[config.mk]
export PLATFORM = sky130hd
export DESIGN_NAME = ibex_shell_top
export DESIGN_NICKNAME = d
export VERILOG_FILES = /design/src/ibex_shell_pkg.sv /design/src/shell_wake_ctrl.sv /design/src/bus_intg_check.sv /design/src/scramble_key_ctrl.sv /design/src/bus_alert_encode.sv /design/src/ibex_shell_top.sv
export SDC_FILE = /design/constraint.sdc
export NUM_CORES = 1
export LEC_CHECK = 0
export BUFFER_PORTS_ARGS = -buffer_cell sky130_fd_sc_hd__buf_2
export CAP_MARGIN = 0
export CORE_AREA = 2 2 215 217
export CTS_BUF_LIST = sky130_fd_sc_hd__clkbuf_16
export CTS_CLUSTER_DIAMETER = 30
export DETAILED_ROUTE_END_ITERATION = 8
export DIE_AREA = 0 0 217 219
export GPL_TIMING_DRIVEN = 1
export HOLD_SLACK_MARGIN = 0.06
export PLACE_DENSITY = 0.52
export SETUP_SLACK_MARGIN = 0.1
export SLEW_MARGIN = 40
export SYNTH_ARGS = -nofsm -noshare
export SYNTH_HDL_FRONTEND = slang
export SYNTH_SLANG_ARGS = --single-unit
[constraint.sdc]
create_clock -name clk_i -period 1.22 [get_ports clk_i]
set_clock_uncertainty 0.05 [all_clocks]
set_input_delay 0.122 -clock clk_i [delete_from_list [all_inputs] [get_ports clk_i]]
set_output_delay 0.122 -clock clk_i [all_outputs]
set_load 0.1 [all_outputs]
[src/ibex_shell_pkg.sv]
/*
  Shared widths, interrupt count and scramble defaults of the core shell,
  the scramble key state enum and the 7-bit bus integrity function
*/

`default_nettype none

package ibex_shell_pkg;

  ////////////////////////////////////////////////////////////////////////////
  // Bus and integrity widths
  ////////////////////////////////////////////////////////////////////////////

  // Data word on instruction and data buses
  parameter int unsigned BusWidth = 32;

  // Integrity bits that travel alongside each bus word
  parameter int unsigned IntgWidth = 7;

  // Software, timer, external plus 15 fast lines
  parameter int unsigned NumIrq = 18;

  ////////////////////////////////////////////////////////////////////////////
  // Instruction cache scrambling
  ////////////////////////////////////////////////////////////////////////////

  parameter int unsigned ScrKeyWidth   = 128;
  parameter int unsigned ScrNonceWidth = 64;

  // Values used until the key manager delivers a real key
  parameter logic [ScrKeyWidth-1:0] ScrKeyDefault =
      128'h3c9e_71a4_d02b_58f6_e1a7_0c93_4b6d_825f;
  parameter logic [ScrNonceWidth-1:0] ScrNonceDefault =
      64'h9f15_c3a8_62e0_7d4b;

  // Key state seen by the cache RAMs
  typedef enum logic {
    SCR_KEY_VALID = 1'b0,  // current key usable
    SCR_KEY_REQ   = 1'b1   // new key outstanding
  } scr_state_e;

  ////////////////////////////////////////////////////////////////////////////
  // Bus integrity
  ////////////////////////////////////////////////////////////////////////////

  // Interleaved parity over the data word
  // Bit i covers every data bit whose index modulo IntgWidth equals i,
  // stored inverted so an all-zero word never carries all-zero integrity
  function automatic logic [IntgWidth-1:0] bus_intg(input logic [BusWidth-1:0] data);
    logic [IntgWidth-1:0] intg;
    intg = '1;
    for (int unsigned b = 0; b < BusWidth; b++) begin
      intg[b % IntgWidth] = intg[b % IntgWidth] ^ data[b];
    end
    return intg;
  endfunction

  // Group sizes with the current widths
  //   bits 0..3 cover five data bits each
  //   bits 4..6 cover four data bits each
  // Any single flipped bit in data or integrity changes the comparison

endpackage

`default_nettype wire

[src/shell_wake_ctrl.sv]
/*
  Sleep control of the core shell: enabled interrupt reduction,
  registered core busy flag and the combinational sleep level
*/

`timescale 1ns/1ps
`default_nettype none

module shell_wake_ctrl #(
  parameter int unsigned NumIrq = ibex_shell_pkg::NumIrq
) (
  input  logic              clk_i,
  input  logic              rst_ni,

  input  logic              core_busy_i,
  input  logic              debug_req_i,
  input  logic [NumIrq-1:0] irq_i,
  input  logic [NumIrq-1:0] irq_en_i,
  input  logic              irq_nm_i,

  output logic              irq_pending_o,
  output logic              core_sleep_o
);

  logic core_busy_q;
  logic wake;

  // Any interrupt that is both raised and enabled
  assign irq_pending_o = |(irq_i & irq_en_i);

  always_ff @(posedge clk_i or negedge rst_ni) begin
    if (!rst_ni) begin
      core_busy_q <= 1'b0;
    end else begin
      core_busy_q <= core_busy_i;
    end
  end

  // Clock enable of the core, sleep is its inverse
  assign wake         = core_busy_q | debug_req_i | irq_pending_o | irq_nm_i;
  assign core_sleep_o = ~wake;

  // An NMI must always keep the core clock running
  nmi_keeps_awake_a : assert property (
    @(posedge clk_i) disable iff (!rst_ni)
    irq_nm_i |-> !core_sleep_o
  ) else $error("core_sleep_o high while irq_nm_i is pending");

endmodule

`default_nettype wire

[src/bus_intg_check.sv]
/*
  Integrity check of read responses on the instruction and data buses
*/

`timescale 1ns/1ps
`default_nettype none

module bus_intg_check (
  // Instruction read response
  input  logic                                 instr_rvalid_i,
  input  logic [ibex_shell_pkg::BusWidth-1:0]  instr_rdata_i,
  input  logic [ibex_shell_pkg::IntgWidth-1:0] instr_rdata_intg_i,

  // Data read response
  input  logic                                 data_rvalid_i,
  input  logic [ibex_shell_pkg::BusWidth-1:0]  data_rdata_i,
  input  logic [ibex_shell_pkg::IntgWidth-1:0] data_rdata_intg_i,

  output logic                                 instr_intg_err_o,
  output logic                                 data_intg_err_o
);

  import ibex_shell_pkg::*;

  logic [IntgWidth-1:0] instr_intg_exp;
  logic [IntgWidth-1:0] data_intg_exp;
  logic                 instr_intg_mismatch;
  logic                 data_intg_mismatch;

  ////////////////////////////////////////////////////////////////////////////
  // Expected integrity
  ////////////////////////////////////////////////////////////////////////////

  assign instr_intg_exp = bus_intg(instr_rdata_i);
  assign data_intg_exp  = bus_intg(data_rdata_i);

  // Any differing bit marks the response as corrupt
  assign instr_intg_mismatch = |(instr_intg_exp ^ instr_rdata_intg_i);
  assign data_intg_mismatch  = |(data_intg_exp ^ data_rdata_intg_i);

  ////////////////////////////////////////////////////////////////////////////
  // Error flags
  ////////////////////////////////////////////////////////////////////////////

  // Only valid beats count, idle bus contents are don't care
  assign instr_intg_err_o = instr_rvalid_i & instr_intg_mismatch;
  assign data_intg_err_o  = data_rvalid_i & data_intg_mismatch;

endmodule

`default_nettype wire

[src/scramble_key_ctrl.sv]
/*
  Instruction cache scramble key control: two-state request FSM and the
  key and nonce registers loaded from the key manager
*/

`timescale 1ns/1ps
`default_nettype none

module scramble_key_ctrl #(
  parameter logic [ibex_shell_pkg::ScrKeyWidth-1:0]   DefaultKey   =
      ibex_shell_pkg::ScrKeyDefault,
  parameter logic [ibex_shell_pkg::ScrNonceWidth-1:0] DefaultNonce =
      ibex_shell_pkg::ScrNonceDefault
) (
  input  logic                                     clk_i,
  input  logic                                     rst_ni,

  // Cache invalidation from the core
  input  logic                                     icache_inval_i,

  // Key manager side
  input  logic                                     scramble_key_valid_i,
  input  logic [ibex_shell_pkg::ScrKeyWidth-1:0]   scramble_key_i,
  input  logic [ibex_shell_pkg::ScrNonceWidth-1:0] scramble_nonce_i,
  output logic                                     scramble_req_o,

  // Towards the cache RAMs
  output logic                                     key_valid_o,
  output logic [ibex_shell_pkg::ScrKeyWidth-1:0]   key_o,
  output logic [ibex_shell_pkg::ScrNonceWidth-1:0] nonce_o
);

  import ibex_shell_pkg::*;

  scr_state_e               state_q;
  scr_state_e               state_d;
  logic [ScrKeyWidth-1:0]   key_q;
  logic [ScrNonceWidth-1:0] nonce_q;

  ////////////////////////////////////////////////////////////////////////////
  // Key request FSM
  ////////////////////////////////////////////////////////////////////////////

  always_comb begin
    state_d = state_q;
    unique case (state_q)
      SCR_KEY_VALID: begin
        // Invalidation retires the current key
        if (icache_inval_i) begin
          state_d = SCR_KEY_REQ;
        end
      end
      SCR_KEY_REQ: begin
        // Request holds until the key manager answers
        if (scramble_key_valid_i) begin
          state_d = SCR_KEY_VALID;
        end
      end
      default: state_d = SCR_KEY_VALID;
    endcase
  end

  always_ff @(posedge clk_i or negedge rst_ni) begin
    if (!rst_ni) begin
      state_q <= SCR_KEY_VALID;
    end else begin
      state_q <= state_d;
    end
  end

  assign scramble_req_o = (state_q == SCR_KEY_REQ);
  assign key_valid_o    = (state_q == SCR_KEY_VALID);

  ////////////////////////////////////////////////////////////////////////////
  // Key and nonce capture
  ////////////////////////////////////////////////////////////////////////////

  // Any delivered key is taken, whatever the state
  always_ff @(posedge clk_i or negedge rst_ni) begin
    if (!rst_ni) begin
      key_q   <= DefaultKey;
      nonce_q <= DefaultNonce;
    end else if (scramble_key_valid_i) begin
      key_q   <= scramble_key_i;
      nonce_q <= scramble_nonce_i;
    end
  end

  assign key_o   = key_q;
  assign nonce_o = nonce_q;

  // Request and valid are mutually exclusive
  req_valid_onehot_a : assert property (
    @(posedge clk_i) disable iff (!rst_ni)
    !(scramble_req_o && key_valid_o)
  ) else $error("scramble_req_o and key_valid_o high together");

endmodule

`default_nettype wire

[src/bus_alert_encode.sv]
/*
  Write data integrity generation and the registered major alerts
*/

`timescale 1ns/1ps
`default_nettype none

module bus_alert_encode (
  input  logic                                 clk_i,
  input  logic                                 rst_ni,

  input  logic [ibex_shell_pkg::BusWidth-1:0]  data_wdata_i,
  input  logic                                 instr_intg_err_i,
  input  logic                                 data_intg_err_i,
  input  logic                                 core_alert_major_internal_i,

  output logic [ibex_shell_pkg::IntgWidth-1:0] data_wdata_intg_o,
  output logic                                 alert_major_bus_o,
  output logic                                 alert_major_internal_o
);

  import ibex_shell_pkg::*;

  logic alert_bus_q;
  logic alert_internal_q;

  // Same cycle as the write data
  assign data_wdata_intg_o = bus_intg(data_wdata_i);

  // One pulse per bad response, no stickiness
  always_ff @(posedge clk_i or negedge rst_ni) begin
    if (!rst_ni) begin
      alert_bus_q      <= 1'b0;
      alert_internal_q <= 1'b0;
    end else begin
      alert_bus_q      <= instr_intg_err_i | data_intg_err_i;
      alert_internal_q <= core_alert_major_internal_i;
    end
  end

  assign alert_major_bus_o      = alert_bus_q;
  assign alert_major_internal_o = alert_internal_q;

  // Failed read check from either channel reaches the alert one cycle later
  intg_err_to_alert_a : assert property (
    @(posedge clk_i) disable iff (!rst_ni)
    (instr_intg_err_i || data_intg_err_i) |=> alert_major_bus_o
  ) else $error("integrity error not followed by alert_major_bus_o");

endmodule

`default_nettype wire

[src/ibex_shell_top.sv]
/*
  Top level of the core security and power shell: wake control,
  read integrity check, scramble key control and alert encoding
*/

`timescale 1ns/1ps
`default_nettype none

module ibex_shell_top #(
  parameter logic [ibex_shell_pkg::ScrKeyWidth-1:0]   DefaultKey   =
      ibex_shell_pkg::ScrKeyDefault,
  parameter logic [ibex_shell_pkg::ScrNonceWidth-1:0] DefaultNonce =
      ibex_shell_pkg::ScrNonceDefault
) (
  input  logic                                     clk_i,
  input  logic                                     rst_ni,

  // Wake sources and sleep
  input  logic                                     core_busy_i,
  input  logic                                     debug_req_i,
  input  logic [ibex_shell_pkg::NumIrq-1:0]        irq_i,
  input  logic [ibex_shell_pkg::NumIrq-1:0]        irq_en_i,
  input  logic                                     irq_nm_i,
  output logic                                     irq_pending_o,
  output logic                                     core_sleep_o,

  // Read responses
  input  logic                                     instr_rvalid_i,
  input  logic [ibex_shell_pkg::BusWidth-1:0]      instr_rdata_i,
  input  logic [ibex_shell_pkg::IntgWidth-1:0]     instr_rdata_intg_i,
  input  logic                                     data_rvalid_i,
  input  logic [ibex_shell_pkg::BusWidth-1:0]      data_rdata_i,
  input  logic [ibex_shell_pkg::IntgWidth-1:0]     data_rdata_intg_i,

  // Scramble key
  input  logic                                     icache_inval_i,
  input  logic                                     scramble_key_valid_i,
  input  logic [ibex_shell_pkg::ScrKeyWidth-1:0]   scramble_key_i,
  input  logic [ibex_shell_pkg::ScrNonceWidth-1:0] scramble_nonce_i,
  output logic                                     scramble_req_o,
  output logic                                     key_valid_o,
  output logic [ibex_shell_pkg::ScrKeyWidth-1:0]   key_o,
  output logic [ibex_shell_pkg::ScrNonceWidth-1:0] nonce_o,

  // Write integrity and alerts
  input  logic [ibex_shell_pkg::BusWidth-1:0]      data_wdata_i,
  input  logic                                     core_alert_major_internal_i,
  output logic [ibex_shell_pkg::IntgWidth-1:0]     data_wdata_intg_o,
  output logic                                     alert_major_bus_o,
  output logic                                     alert_major_internal_o
);

  import ibex_shell_pkg::*;

  // Check results towards the alert encoder
  logic instr_intg_err;
  logic data_intg_err;

  shell_wake_ctrl #(
    .NumIrq(NumIrq)
  ) u_shell_wake_ctrl (
    .clk_i        (clk_i),
    .rst_ni       (rst_ni),
    .core_busy_i  (core_busy_i),
    .debug_req_i  (debug_req_i),
    .irq_i        (irq_i),
    .irq_en_i     (irq_en_i),
    .irq_nm_i     (irq_nm_i),
    .irq_pending_o(irq_pending_o),
    .core_sleep_o (core_sleep_o)
  );

  bus_intg_check u_bus_intg_check (
    .instr_rvalid_i    (instr_rvalid_i),
    .instr_rdata_i     (instr_rdata_i),
    .instr_rdata_intg_i(instr_rdata_intg_i),
    .data_rvalid_i     (data_rvalid_i),
    .data_rdata_i      (data_rdata_i),
    .data_rdata_intg_i (data_rdata_intg_i),
    .instr_intg_err_o  (instr_intg_err),
    .data_intg_err_o   (data_intg_err)
  );

  scramble_key_ctrl #(
    .DefaultKey  (DefaultKey),
    .DefaultNonce(DefaultNonce)
  ) u_scramble_key_ctrl (
    .clk_i               (clk_i),
    .rst_ni              (rst_ni),
    .icache_inval_i      (icache_inval_i),
    .scramble_key_valid_i(scramble_key_valid_i),
    .scramble_key_i      (scramble_key_i),
    .scramble_nonce_i    (scramble_nonce_i),
    .scramble_req_o      (scramble_req_o),
    .key_valid_o         (key_valid_o),
    .key_o               (key_o),
    .nonce_o             (nonce_o)
  );

  bus_alert_encode u_bus_alert_encode (
    .clk_i                      (clk_i),
    .rst_ni                     (rst_ni),
    .data_wdata_i               (data_wdata_i),
    .instr_intg_err_i           (instr_intg_err),
    .data_intg_err_i            (data_intg_err),
    .core_alert_major_internal_i(core_alert_major_internal_i),
    .data_wdata_intg_o          (data_wdata_intg_o),
    .alert_major_bus_o          (alert_major_bus_o),
    .alert_major_internal_o     (alert_major_internal_o)
  );

endmodule

`default_nettype wire

* Word level (Yosys, flattened, before mapping)
Index checks and enable logic that the tools add are counted.
W data, S select, Z words.
** Cells by class
- Multiplexer cells :: 3
- Reductions and logical operators :: 3
- Bitwise logic cells :: 107
** Operator list (number)
- $xor A1 B1 Y1 :: 75
- $not A1 Y1 :: 23
- $and A18 B18 Y18 :: 1
- $reduce_or A18 Y1 :: 1
- $reduce_or A7 Y1 :: 2
- $xor A7 B7 Y7 :: 2
- $or A1 B1 Y1 :: 4
- $and A1 B1 Y1 :: 2
- $mux W1 :: 2
- $pmux W1 S2 :: 1
** Storage, ports and cells
- Input port bits :: 348
- Output and inout port bits :: 205
- Logic and storage cells :: 119
- Register bits after elaboration :: 196

* Logic depth before layout (Yosys ltp)
Gate-level depths: netlist (run 1).
- Depth in word-level cells :: 9
- Gate-level depth with buffers :: 5

* Modules after synthesis
Synthesis (run 1) repeated with hierarchy kept, for this count alone.
** Unflattened totals
- Cell total of the unflattened synthesis :: 511
- Area total of the unflattened synthesis :: 8411.8 um2
** Modules (own cells, without submodules)
- scramble_key_ctrl :: area an instance 7343.3 um2, times used 1, cells an instance 409
- bus_intg_check :: area an instance 635.6 um2, times used 1, cells an instance 60
- bus_alert_encode :: area an instance 295.3 um2, times used 1, cells an instance 24
- shell_wake_ctrl :: area an instance 137.6 um2, times used 1, cells an instance 18

* Worst setup path after synthesis (run 1)
OpenSTA, ideal clock, no wires.
- Path type :: input to output
- Start :: in irq_i[0] (netlist bit)
- End :: out core_sleep_o
- Data arrival time :: 3651 ps
- Path slack :: -2603 ps
- Stages :: 5
- Path through :: a22o_1 -> a221oi_1 -> and3_1 -> nand4_1 -> nor4_2
** Between the ends
- Word-level cells in the longest chain between the ends :: 5
** Ends and longest elaborated chain
- start, declared :: line ibex_shell_top.sv:21 : input logic [ibex_shell_pkg::NumIrq-1:0] irq_i,
- $and A18 B18 Y18 :: line shell_wake_ctrl.sv:29 : assign irq_pending_o = |(irq_i & irq_en_i);
- $reduce_or A18 Y1 :: line shell_wake_ctrl.sv:29
- via irq_pending_o :: line ibex_shell_top.sv:24 : output logic irq_pending_o,
- $or A1 B1 Y1 (2 in a row) :: line shell_wake_ctrl.sv:40 : assign wake = core_busy_q | debug_req_i | irq_pending_o | irq_nm_i;
- $not A1 Y1 :: line shell_wake_ctrl.sv:41 : assign core_sleep_o = ~wake;
- end, declared :: line ibex_shell_top.sv:25 : output logic core_sleep_o,
The timed path passes the listed nets, and every way through them passes these cells.

* Worst setup path after layout (run 1)
- Start :: in irq_i[3] (netlist bit)
- End :: out core_sleep_o
** Between the ends
- Word-level cells in the longest chain between the ends :: 5
** Ends and longest elaborated chain (line)
- $and A18 B18 Y18 :: shell_wake_ctrl.sv:29
- $reduce_or A18 Y1 :: shell_wake_ctrl.sv:29
- $or A1 B1 Y1 (2 in a row) :: shell_wake_ctrl.sv:40
- $not A1 Y1 :: shell_wake_ctrl.sv:41
No other way between the ends.

==> results of run 1 <==
Yosys cell counts:
cell type and number:
mux2_2 192, dfrtp_1 100, dfstp_2 96, xnor2_1 58, buf_2 20, xor2_1 14, xnor3_1 7, a221oi_1 3
a22o_1 3, a22oi_1 3, nand4_1 3, nand2_1 2, o41ai_2 2, and3_1 1, clkbuf_1 1, inv_1 1
nor4_2 1, o21ai_0 1, xnor2_2 1, xnor3_2 1
final timing paths:
kind,startpoint,to,slack (ps),cells past startpoint
setup / recovery,irq_i[3],core_sleep_o,-420,7
hold / removal,data_rdata_i[27],u_bus_alert_encode.alert_major_bus_o,60,5
setup reg to reg,u_scramble_key_ctrl.nonce_o[51],u_scramble_key_ctrl.nonce_o[51],230,2
hold reg to reg,u_scramble_key_ctrl.key_o[84],u_scramble_key_ctrl.key_o[84],510,1
max in group asynchronous,rst_ni,u_scramble_key_ctrl.key_o[108],420,3
min in group asynchronous,rst_ni,u_scramble_key_ctrl.key_o[127],100,2
per-stage QoR:
| stage | total power [W] | std cells |
|---|---|---|
| 2_1_floorplan | 0.0149 | 510 |
| 3_3_place_gp | 0.0195 | 1686 |
| 3_5_place_dp | 0.0196 | 1686 |
| 4_1_cts | 0.0265 | 1923 |
| 5_1_grt | 0.0272 | 1929 |
| 6_report | 0.0262 | 1930 |
layout make-up:
cell class | instances | area, um2 | share of cell area, %
diodes | 3 | 7.51 | 0.0395
multi-input cells | 292 | 3580 | 18.8
flip-flops and latches | 196 | 5510 | 29.0
well taps | 600 | 751 | 3.95
repair buffers | 806 | 8540 | 44.9
clock buffers | 17 | 425 | 2.24
inverters | 1 | 7.51 | 0.0395
clock inverters | 15 | 191 | 1.01
report_power, final:
part           leakage (nW)  total (W)  internal (W)  switching, W
sequential             2.12    0.00838       0.00766      0.000714
combinational          5.77     0.0118       0.00486       0.00694
clock                 0.301    0.00600       0.00312       0.00288
total                  8.19     0.0262        0.0156        0.0105
registers in the layout, indices dropped and copies added, names as in the netlist:
name and count:
u_bus_alert_encode.alert_major_bus_o 1, u_bus_alert_encode.alert_major_internal_o 1, u_shell_wake_ctrl.core_busy_q 1, u_scramble_key_ctrl.nonce_o 64
u_scramble_key_ctrl.scramble_req_o 1, u_scramble_key_ctrl.key_o 128
layer usage:
metal	wire length, um	track usage, %
met2	18000	25.9
met3	3070	5.81
met4	636	5.02
met5	0	0
met1	10300	12.7
critical path, delay by kind of cell:
| family | cells | cell delay (ps) |
|---|---|---|
| and+or+nand+nor | 3 | 600 |
| AOI/OAI and AO/OA | 2 | 430 |
| buffers and inverters | 2 | 310 |
logic make-up (layout without fill, tap and decap cells):
logic type	after synthesis	after routing	synth area share, %
mux	192	192	26.1
xor+xnor	81	81	10.0
flops	196	196	60.7
buf+inv	22	839	1.30
other cells	0	3	0
simple gates	7	7	0.544
compound gates	12	12	1.36
what timing repair did:
item / 4_1_cts / 5_1_grt
hold buffers: 202 / 0
endpoints found under the setup margin: 205 / 206
gates cloned: 0 / 0
gates resized for setup: 48 / 20
pin swaps: 13 / 15
setup buffers: 3 / 5
endpoints found under the hold margin: 377 / 0
==> flow_metrics.py, run 1 <==
metrics = {
    "floorplanning": {
        "top_level_ports": 553,
        "die_area_um2": 47500,
        "core-area_um2": 45100,
        "die_y_um": 219,
        "initial_core_util_pct": 18.4,
        "rows": 78,
        "die_width_um": 217,
    },
    "global_route": {
        "grt_pass1_wl_mm": 47.6,
        "grt_pass1_vias": 8302,
        "grt-ovfl-total": 0,
        "antenna_found_initial": 2,
        "grt_max_degree": 34,
        "grt.total_usage_pct": 13.6,
    },
    "sta": {
        "fmax_ghz": 0.608,
        "hold_viol_final": 0,
        "finalSetupViolCount": 197,
        "whs_ps": 63.9,
        "worst_pin_slew_ps": 388,
        "finalSetupTns_ps": -26670,
        "fin_crit_ps": 1640,
        "maxSlewHeadroom_pct": 74.2,
        "setup_ws_ps": -424,
        "period_share_pct": 135,
        "maxSlewViolCount": 0,
        "rsz0062_at_grt": "yes",
    },
    "worst_setup_path": {
        "cp_max_fo": 2,
        "worstPathArrival_ps": 1470,
        "endpoint_kind": "output pin",
        "slowest_stage": "a22o_1",
        "path_cells": "buf_6 -> a22o_1 -> a221oi_2 -> and3_1 -> nand4_1 -> nor4_4 -> buf_12",
        "criticalPathCategory": "in -> out",
        "slowest_delay_ps": 240,
        "cp-start-kind": "primary input",
        "cp.required_ps": 1050,
    },
    "detailed_routing": {
        "wl_per_cell_um": 16.6,
        "via_count": 7350,
        "drt_iter0_drc": 123,
        "viasPerCell": 3.81,
        "drc": 0,
        "routed_wl_mm": 32.0,
        "dr.pass1.iters": 4,
        "antenna_left": 0,
    },
    "cells_and_area": {
        "nFillCells": 4055,
        "areaGrowthSynthToFinish_pct": 130,
        "final_common_cell": "buf_2",
        "final_core_util_pct": 42.2,
        "drive_gt1_share_pct": 79.5,
        "mostFrequentLayoutCells": "buf_2, buf_12, dlygate4sd3_1",
        "design_area_um2": 19000,
        "nNetsFinal": 1662,
    },
    "yosys": {
        "syn_inst": 510,
        "synth_top_area_share_pct": 30.5,
        "synth_area_leader_cell": "dfstp_2",
        "ys_warn_count": 0,
        "synth_area_um2": 8280,
        "ys_ff_latch": 196,
        "syn_nets": 858,
        "yosysUniqueCellTypes": 20,
        "synth_seq_area_share_pct": 60.7,
        "yosys-top-cells-area": "dfstp_2, dfrtp_1, mux2_2",
        "syn_area_per_cell_um2": 16.2,
    },
    "clock_tree": {
        "root_buffer": "clkbuf_16",
        "cts_tree": "done",
        "clock_path_buffers": 2,
        "clk_latency_ps": 480,
        "clk_pin_slew_worst_paths_ps": 70,
        "cts_inserted_buffers": 17,
        "cts.sinks": 196,
        "htreeDepth": 4,
    },
    "placed_design": {
        "place_ws_ps": -492,
        "portBuffers": 552,
        "routabilityCongestion": 0.787,
        "dpl-instance-area_um2": 15900,
        "place.detailed.hpwl_mm": 24.8,
    },
    "status": {
        "status": "complete, but fails checks",
        "failed_checks": "negative setup slack",
    },
    "pwr": {
        "p_per_area_nw_per_um2": 1380,
        "power.leakage_nw": 8.19,
        "peakVddDrop_mv": 1.04,
    },
    "job": {
        "drv_cap": 0,
    },
    "hold_path": {
        "min-delay-path-class": "in -> reg",
    },
}
Power figures use the tool's default switching activity.
==> run 2: changes to the inputs <==
==> constraint.sdc (replaced) <==
create_clock -name clk_i -period 1.22 [get_ports clk_i]
set_clock_uncertainty 0.05 [all_clocks]
set_input_delay 0.366 -clock clk_i [delete_from_list [all_inputs] [get_ports clk_i]]
set_output_delay 0.366 -clock clk_i [all_outputs]
set_load 0.1 [all_outputs]
==> run 2 against run 1 <==
Against the previous run:
- the flow still finishes with violations (negative setup slack)
- count of clock-buffer cells in the layout is the same
- sequential power is essentially flat
- hold slack gained 75 ps
- setup slack lost 500 ps
- final area shrank 0.91%
- first-iteration DRC count grew 33%
- non-clock buffer count shrank 20
- die area is the same
- register-to-register slack lost 100 ps
- clock power shrank 8.8%
- power shrank 2.2%
==> flow_metrics.py, run 2 (synthesis results as in run 1) <==
metrics = {
    "clock_tree": {
        "root_buffer": "clkbuf_16",
        "htreeDepth": 4,
        "cts.sinks": 196,
        "clock_path_buffers": 2,
        "cts_tree": "done",
        "cts_inserted_buffers": 17,
        "clk_latency_ps": 480,
        "clk_pin_slew_worst_paths_ps": 80,
    },
    "detailed_routing": {
        "viasPerCell": 3.81,
        "drc": 0,
        "routed_wl_mm": 31.4,
        "wl_per_cell_um": 16.5,
        "dr.pass1.iters": 4,
        "drt_iter0_drc": 164,
        "via_count": 7269,
        "antenna_left": 0,
    },
    "placed_design": {
        "portBuffers": 552,
        "routabilityCongestion": 0.839,
        "place_ws_ps": -868,
        "place.detailed.hpwl_mm": 23.7,
        "dpl-instance-area_um2": 15800,
    },
    "sta": {
        "finalSetupTns_ps": -78800,
        "fin_crit_ps": 2150,
        "whs_ps": 138,
        "worst_pin_slew_ps": 321,
        "maxSlewHeadroom_pct": 78.6,
        "period_share_pct": 176,
        "fmax_ghz": 0.466,
        "rsz0062_at_grt": "yes",
        "hold_viol_final": 0,
        "finalSetupViolCount": 205,
        "maxSlewViolCount": 0,
        "setup_ws_ps": -928,
    },
    "cells_and_area": {
        "drive_gt1_share_pct": 79.5,
        "mostFrequentLayoutCells": "buf_2, buf_12, dlygate4sd3_1",
        "final_common_cell": "buf_2",
        "nNetsFinal": 1642,
        "nFillCells": 4103,
        "design_area_um2": 18800,
        "largest_register_ffs": 128,
        "n_antenna_cell": 0,
        "areaGrowthSynthToFinish_pct": 127,
    },
    "global_route": {
        "grt.total_usage_pct": 13.1,
        "grt_pass1_wl_mm": 46.5,
        "antenna_found_initial": 2,
        "grt_pass1_vias": 8220,
        "grt_max_degree": 33,
        "grt-ovfl-total": 0,
    },
    "floorplanning": {
        "die_width_um": 217,
        "die_area_um2": 47500,
        "top_level_ports": 553,
        "die_y_um": 219,
        "rows": 78,
        "core-area_um2": 45100,
        "initial_core_util_pct": 18.4,
    },
    "worst_setup_path": {
        "r2r_start": "u_scramble_key_ctrl.scramble_req_o",
        "cp.required_ps": 800,
        "endpoint_kind": "output pin",
        "slowest_stage": "nor4_4",
        "cp-start-kind": "primary input",
        "cp_max_fo": 2,
        "path_cells": "buf_6 -> a22o_1 -> a221oi_2 -> and3_1 -> nand4_1 -> nor4_4 -> buf_12",
        "slowest_delay_ps": 260,
        "crit_path_start": "irq_i[3]",
        "worstPathArrival_ps": 1730,
        "criticalPathCategory": "in -> out",
    },
    "pwr": {
        "peakVddDrop_mv": 1.05,
        "power.leakage_nw": 8.10,
        "p_per_area_nw_per_um2": 1360,
    },
    "hold_path": {
        "min-delay-path-class": "in -> reg",
        "hold_path_startpoint": "scramble_key_i[99]",
    },
    "status": {
        "failed_checks": "negative setup slack",
        "status": "complete, but fails checks",
    },
    "job": {
        "drv_cap": 0,
    },
}
## run 2: cell count changes in the layout (fill, tap and decap cells not counted), sizes merged
cell / previous run / this run
clkinvlp: 2 / 4
clkinv: 5 / 4
buf: 603 / 588
inv: 7 / 8
dlygate4sd3: 200 / 196
bufinv: 2 / 0
dlymetal6s4s: 1 / 0
diode: 3 / 0
## run 2: path summary, 6_finish.rpt
kind,end,slack (ps),depth (start not counted)
worst max-delay path,core_sleep_o,-930,7
worst min-delay path,u_scramble_key_ctrl.key_o[99],140,2
worst max register to register,u_scramble_key_ctrl.scramble_req_o,130,5
worst min register to register,u_scramble_key_ctrl.key_o[126],510,1
max in group asynchronous,u_scramble_key_ctrl.nonce_o[21],240,3
min in group asynchronous,u_scramble_key_ctrl.key_o[121],310,2
## run 2: final cells by class
| class | instances | area (um2) | share of cell area [%] |
|---|---|---|---|
| Multi-Input combinational cell | 292 | 3570 | 18.9 |
| Sequential cell | 196 | 5510 | 29.3 |
| Inverter | 1 | 7.51 | 0.0399 |
| Clock buffer | 17 | 425 | 2.26 |
| Clock inverter | 15 | 118 | 0.625 |
| Tap cell | 600 | 751 | 3.99 |
| Timing Repair Buffer | 786 | 8450 | 44.9 |
## run 2: critical path, delay by kind of cell
family,cells,cell delay [ps]
AOI/OAI and AO/OA,2,410
buffers and inverters,2,300
and+or+nand+nor,3,650
## run 2: metal layers
metal / share of wire (%) / GRT usage, % / up-vias
met3: 10 / 5.95 / 52
met5: 0 / 0 / -
met1: 34 / 12.7 / 3490
met4: 3.4 / 6.23 / 0
met2: 53 / 23.5 / 382
li1: - / - / 3345
## run 2: through the flow
step                      util [%]  total power, W  cells
after global routing          41.8          0.0265   1907
after detailed placement      35.1          0.0196   1667
final                         41.8          0.0256   1907
after global placement        35.1          0.0195   1667
after floorplan                  -          0.0150    510
after CTS                     41.4          0.0259   1902
## run 2: where the power goes
part	switching, W	internal (W)	total [W]
Combinational	0.00692	0.00485	0.0118
Sequential	0.000706	0.00766	0.00837
Clock	0.00282	0.00265	0.00547
Total	0.0104	0.0152	0.0256
## run 2: repair_timing
item | 4_1_cts | 5_1_grt
gates resized for setup | 51 | 28
setup endpoints to repair | 206 | 206
hold buffers | 196 | 0
pin swaps | 22 | 11
endpoints found under the hold margin | 296 | 0
cloned | 0 | 0
buffers inserted | 7 | 5
==> run 3: changes to the inputs <==
==> constraint.sdc (replaced) <==
create_clock -name clk_i -period 2.2 [get_ports clk_i]
set_clock_uncertainty 0.05 [all_clocks]
set_input_delay 0.66 -clock clk_i [delete_from_list [all_inputs] [get_ports clk_i]]
set_output_delay 0.66 -clock clk_i [all_outputs]
set_load 0.1 [all_outputs]
==> run 3 against run 2 <==
Against the previous run:
- first-iteration DRC count increased by 8.5%
- the run still ends with negative setup slack left
- count of clock-buffer cells in the layout is the same
- hold slack improved by 98 ps
- via count shrank 12%
- combinational power fell by 57%
- utilization down 12 points
- final area is 28% lower
- sequential power is 49% lower
- critical path depth is 1 higher
- sequential share of layout area up 7.6 points
==> flow_metrics.py, run 3 (synthesis results as in run 1) <==
metrics = {
    "detailed_routing": {
        "via_count": 6415,
        "antenna_left": 0,
        "drc": 0,
        "routed_wl_mm": 27.6,
        "viasPerCell": 3.75,
        "drt_iter0_drc": 178,
        "wl_per_cell_um": 16.1,
        "dr.pass1.iters": 4,
    },
    "pwr": {
        "p_clk_share_pct": 25.8,
        "p_sw_share_pct": 43.2,
        "p_sw_w": 0.00546,
        "power.leakage_nw": 6.30,
        "finalPower_w": 0.0126,
        "p_per_area_nw_per_um2": 928,
        "seqPwrFrac_pct": 33.9,
        "comb_power_share_pct": 40.3,
        "peakVddDrop_mv": 0.527,
        "internal_power_w": 0.00718,
    },
    "status": {
        "failed_checks": "negative setup slack",
        "status": "complete, but fails checks",
    },
    "cells_and_area": {
        "fin_cells": 1709,
        "mostFrequentLayoutCells": "buf_2, mux2_2, buf_4",
        "design_area_um2": 13600,
        "final_common_cell": "buf_2",
        "largest_register_ffs": 128,
        "nFillCells": 4655,
        "areaGrowthSynthToFinish_pct": 64.6,
        "nNetsFinal": 1442,
        "drive_gt1_share_pct": 84.6,
    },
    "global_route": {
        "grt-ovfl-total": 0,
        "grt.total_usage_pct": 11.5,
        "grt_pass1_wl_mm": 40.1,
        "grt_pass1_vias": 6977,
        "grt_max_degree": 59,
        "antenna_found_initial": 10,
    },
    "floorplanning": {
        "initial_core_util_pct": 18.4,
        "core-area_um2": 45100,
        "rows": 78,
        "die_y_um": 219,
        "die_area_um2": 47500,
        "die_width_um": 217,
        "top_level_ports": 553,
    },
    "clock_tree": {
        "cts_inserted_buffers": 17,
        "cts.sinks": 196,
        "clock_path_buffers": 2,
        "htreeDepth": 4,
        "clk_latency_ps": 470,
        "root_buffer": "clkbuf_16",
        "cts_tree": "done",
        "clk_pin_slew_worst_paths_ps": 80,
    },
    "worst_setup_path": {
        "slowest_stage": "a22o_1",
        "cp-start-kind": "primary input",
        "criticalPathCategory": "in -> out",
        "r2r_start": "u_scramble_key_ctrl.nonce_o[61]",
        "cp.required_ps": 1490,
        "endpoint_kind": "output pin",
        "critPathTopFamily": "simple AND/OR/NAND/NOR gates",
        "worst-path-buf-inv": 3,
        "cp_max_fo": 2,
        "slowest_delay_ps": 250,
        "crit_path_start": "irq_i[3]",
        "worstPathArrival_ps": 2070,
        "crit_cells": 8,
        "path_cells": "buf_6 -> a22o_1 -> a221oi_2 -> and3_1 -> nand4_1 -> buf_4 -> nor4_4 -> buf_12",
        "r2r_cells": 1,
    },
    "sta": {
        "fmax_ghz": 0.360,
        "fin_crit_ps": 2780,
        "worst_pin_slew_ps": 555,
        "rsz0062_at_grt": "yes",
        "period_share_pct": 126,
        "setup_ws_ps": -581,
        "whs_ps": 237,
        "finalSetupViolCount": 6,
        "maxSlewHeadroom_pct": 63.3,
        "maxSlewViolCount": 0,
        "hold_viol_final": 0,
    },
    "hold_path": {
        "hold_path_startpoint": "core_alert_major_internal_i",
        "min-delay-path-class": "in -> reg",
        "holdPathStages": 1,
    },
    "placed_design": {
        "dpl-instance-area_um2": 12400,
        "dp.cells": 1673,
        "routabilityCongestion": 0.733,
        "portBuffers": 552,
        "place.detailed.hpwl_mm": 22.2,
    },
    "job": {
        "drv_cap": 0,
    },
}
run 3: cell types whose count changed in the layout (fill, tap and decap cells not counted), moves of 88 or more:
cell           previous run  this run
buf_12                  215        18
buf_2                   313       427
buf_4                    29       117
dfrtp_1                   1        99
dfrtp_2                  98         1
dfstp_2                   0        96
dfstp_4                  96         0
dlygate4sd3_1           196         1
run 3: final timing paths:
path | endpoint | slack, ps
setup / recovery | core_sleep_o | -580
hold / removal | u_bus_alert_encode.alert_major_internal_o | 240
setup reg to reg | u_scramble_key_ctrl.nonce_o[61] | 1340
hold reg to reg | u_scramble_key_ctrl.nonce_o[53] | 450
max in group asynchronous | u_scramble_key_ctrl.key_o[50] | 760
min in group asynchronous | u_shell_wake_ctrl.core_busy_q | 610
run 3: final cells by class:
| cell class | instances | area [um2] | area share [%] |
|---|---|---|---|
| Inverter | 1 | 7.51 | 0.0551 |
| Timing Repair Buffer | 586 | 3660 | 26.9 |
| Clock inverter | 15 | 180 | 1.32 |
| Tap cell | 600 | 751 | 5.51 |
| Multi-Input combinational cell | 292 | 3570 | 26.2 |
| Antenna cell | 2 | 5.00 | 0.0367 |
| Clock buffer | 17 | 425 | 3.12 |
| Sequential cell | 196 | 5030 | 36.9 |
run 3: layer usage:
metal,vias to the layer above,part of all wire [%],GRT usage [%],wire length [um]
li1,2964,-,-,-
met1,3069,35,11.5,9700
met5,-,0.14,0,39
met3,33,10,5.42,2880
met4,6,1.6,4.32,451
met2,343,53,20.7,14500
run 3: what timing repair did:
action | 4_1_cts | 5_1_grt
endpoints found under the hold margin | 9 | 0
hold buffers | 1 | 0
resized for setup | 144 | 12
pin swaps | 13 | 8
setup endpoints to repair | 108 | 7
setup buffers | 1 | 0
run 3: power by group through the flow:
stage / combinational [W] / sequential (W) / clock [W]
after CTS: 0.00512 / 0.00430 / 0.00346
final: 0.00509 / 0.00429 / 0.00326
after detailed placement: 0.00493 / 0.00434 / 0
after floorplan: 0.00105 / 0.00705 / 0
after global placement: 0.00491 / 0.00433 / 0
after global routing: 0.00527 / 0.00435 / 0.00356
run 3: per-stage QoR:
step	setup slack (ps)	TNS [ps]	util, %
2_1_floorplan	-2100	-3260	-
3_3_place_gp	-590	-1490	27.5
3_5_place_dp	-622	-1580	27.5
4_1_cts	-585	-1090	30.0
5_1_grt	-664	-1330	30.2
6_report	-581	-1060	30.2
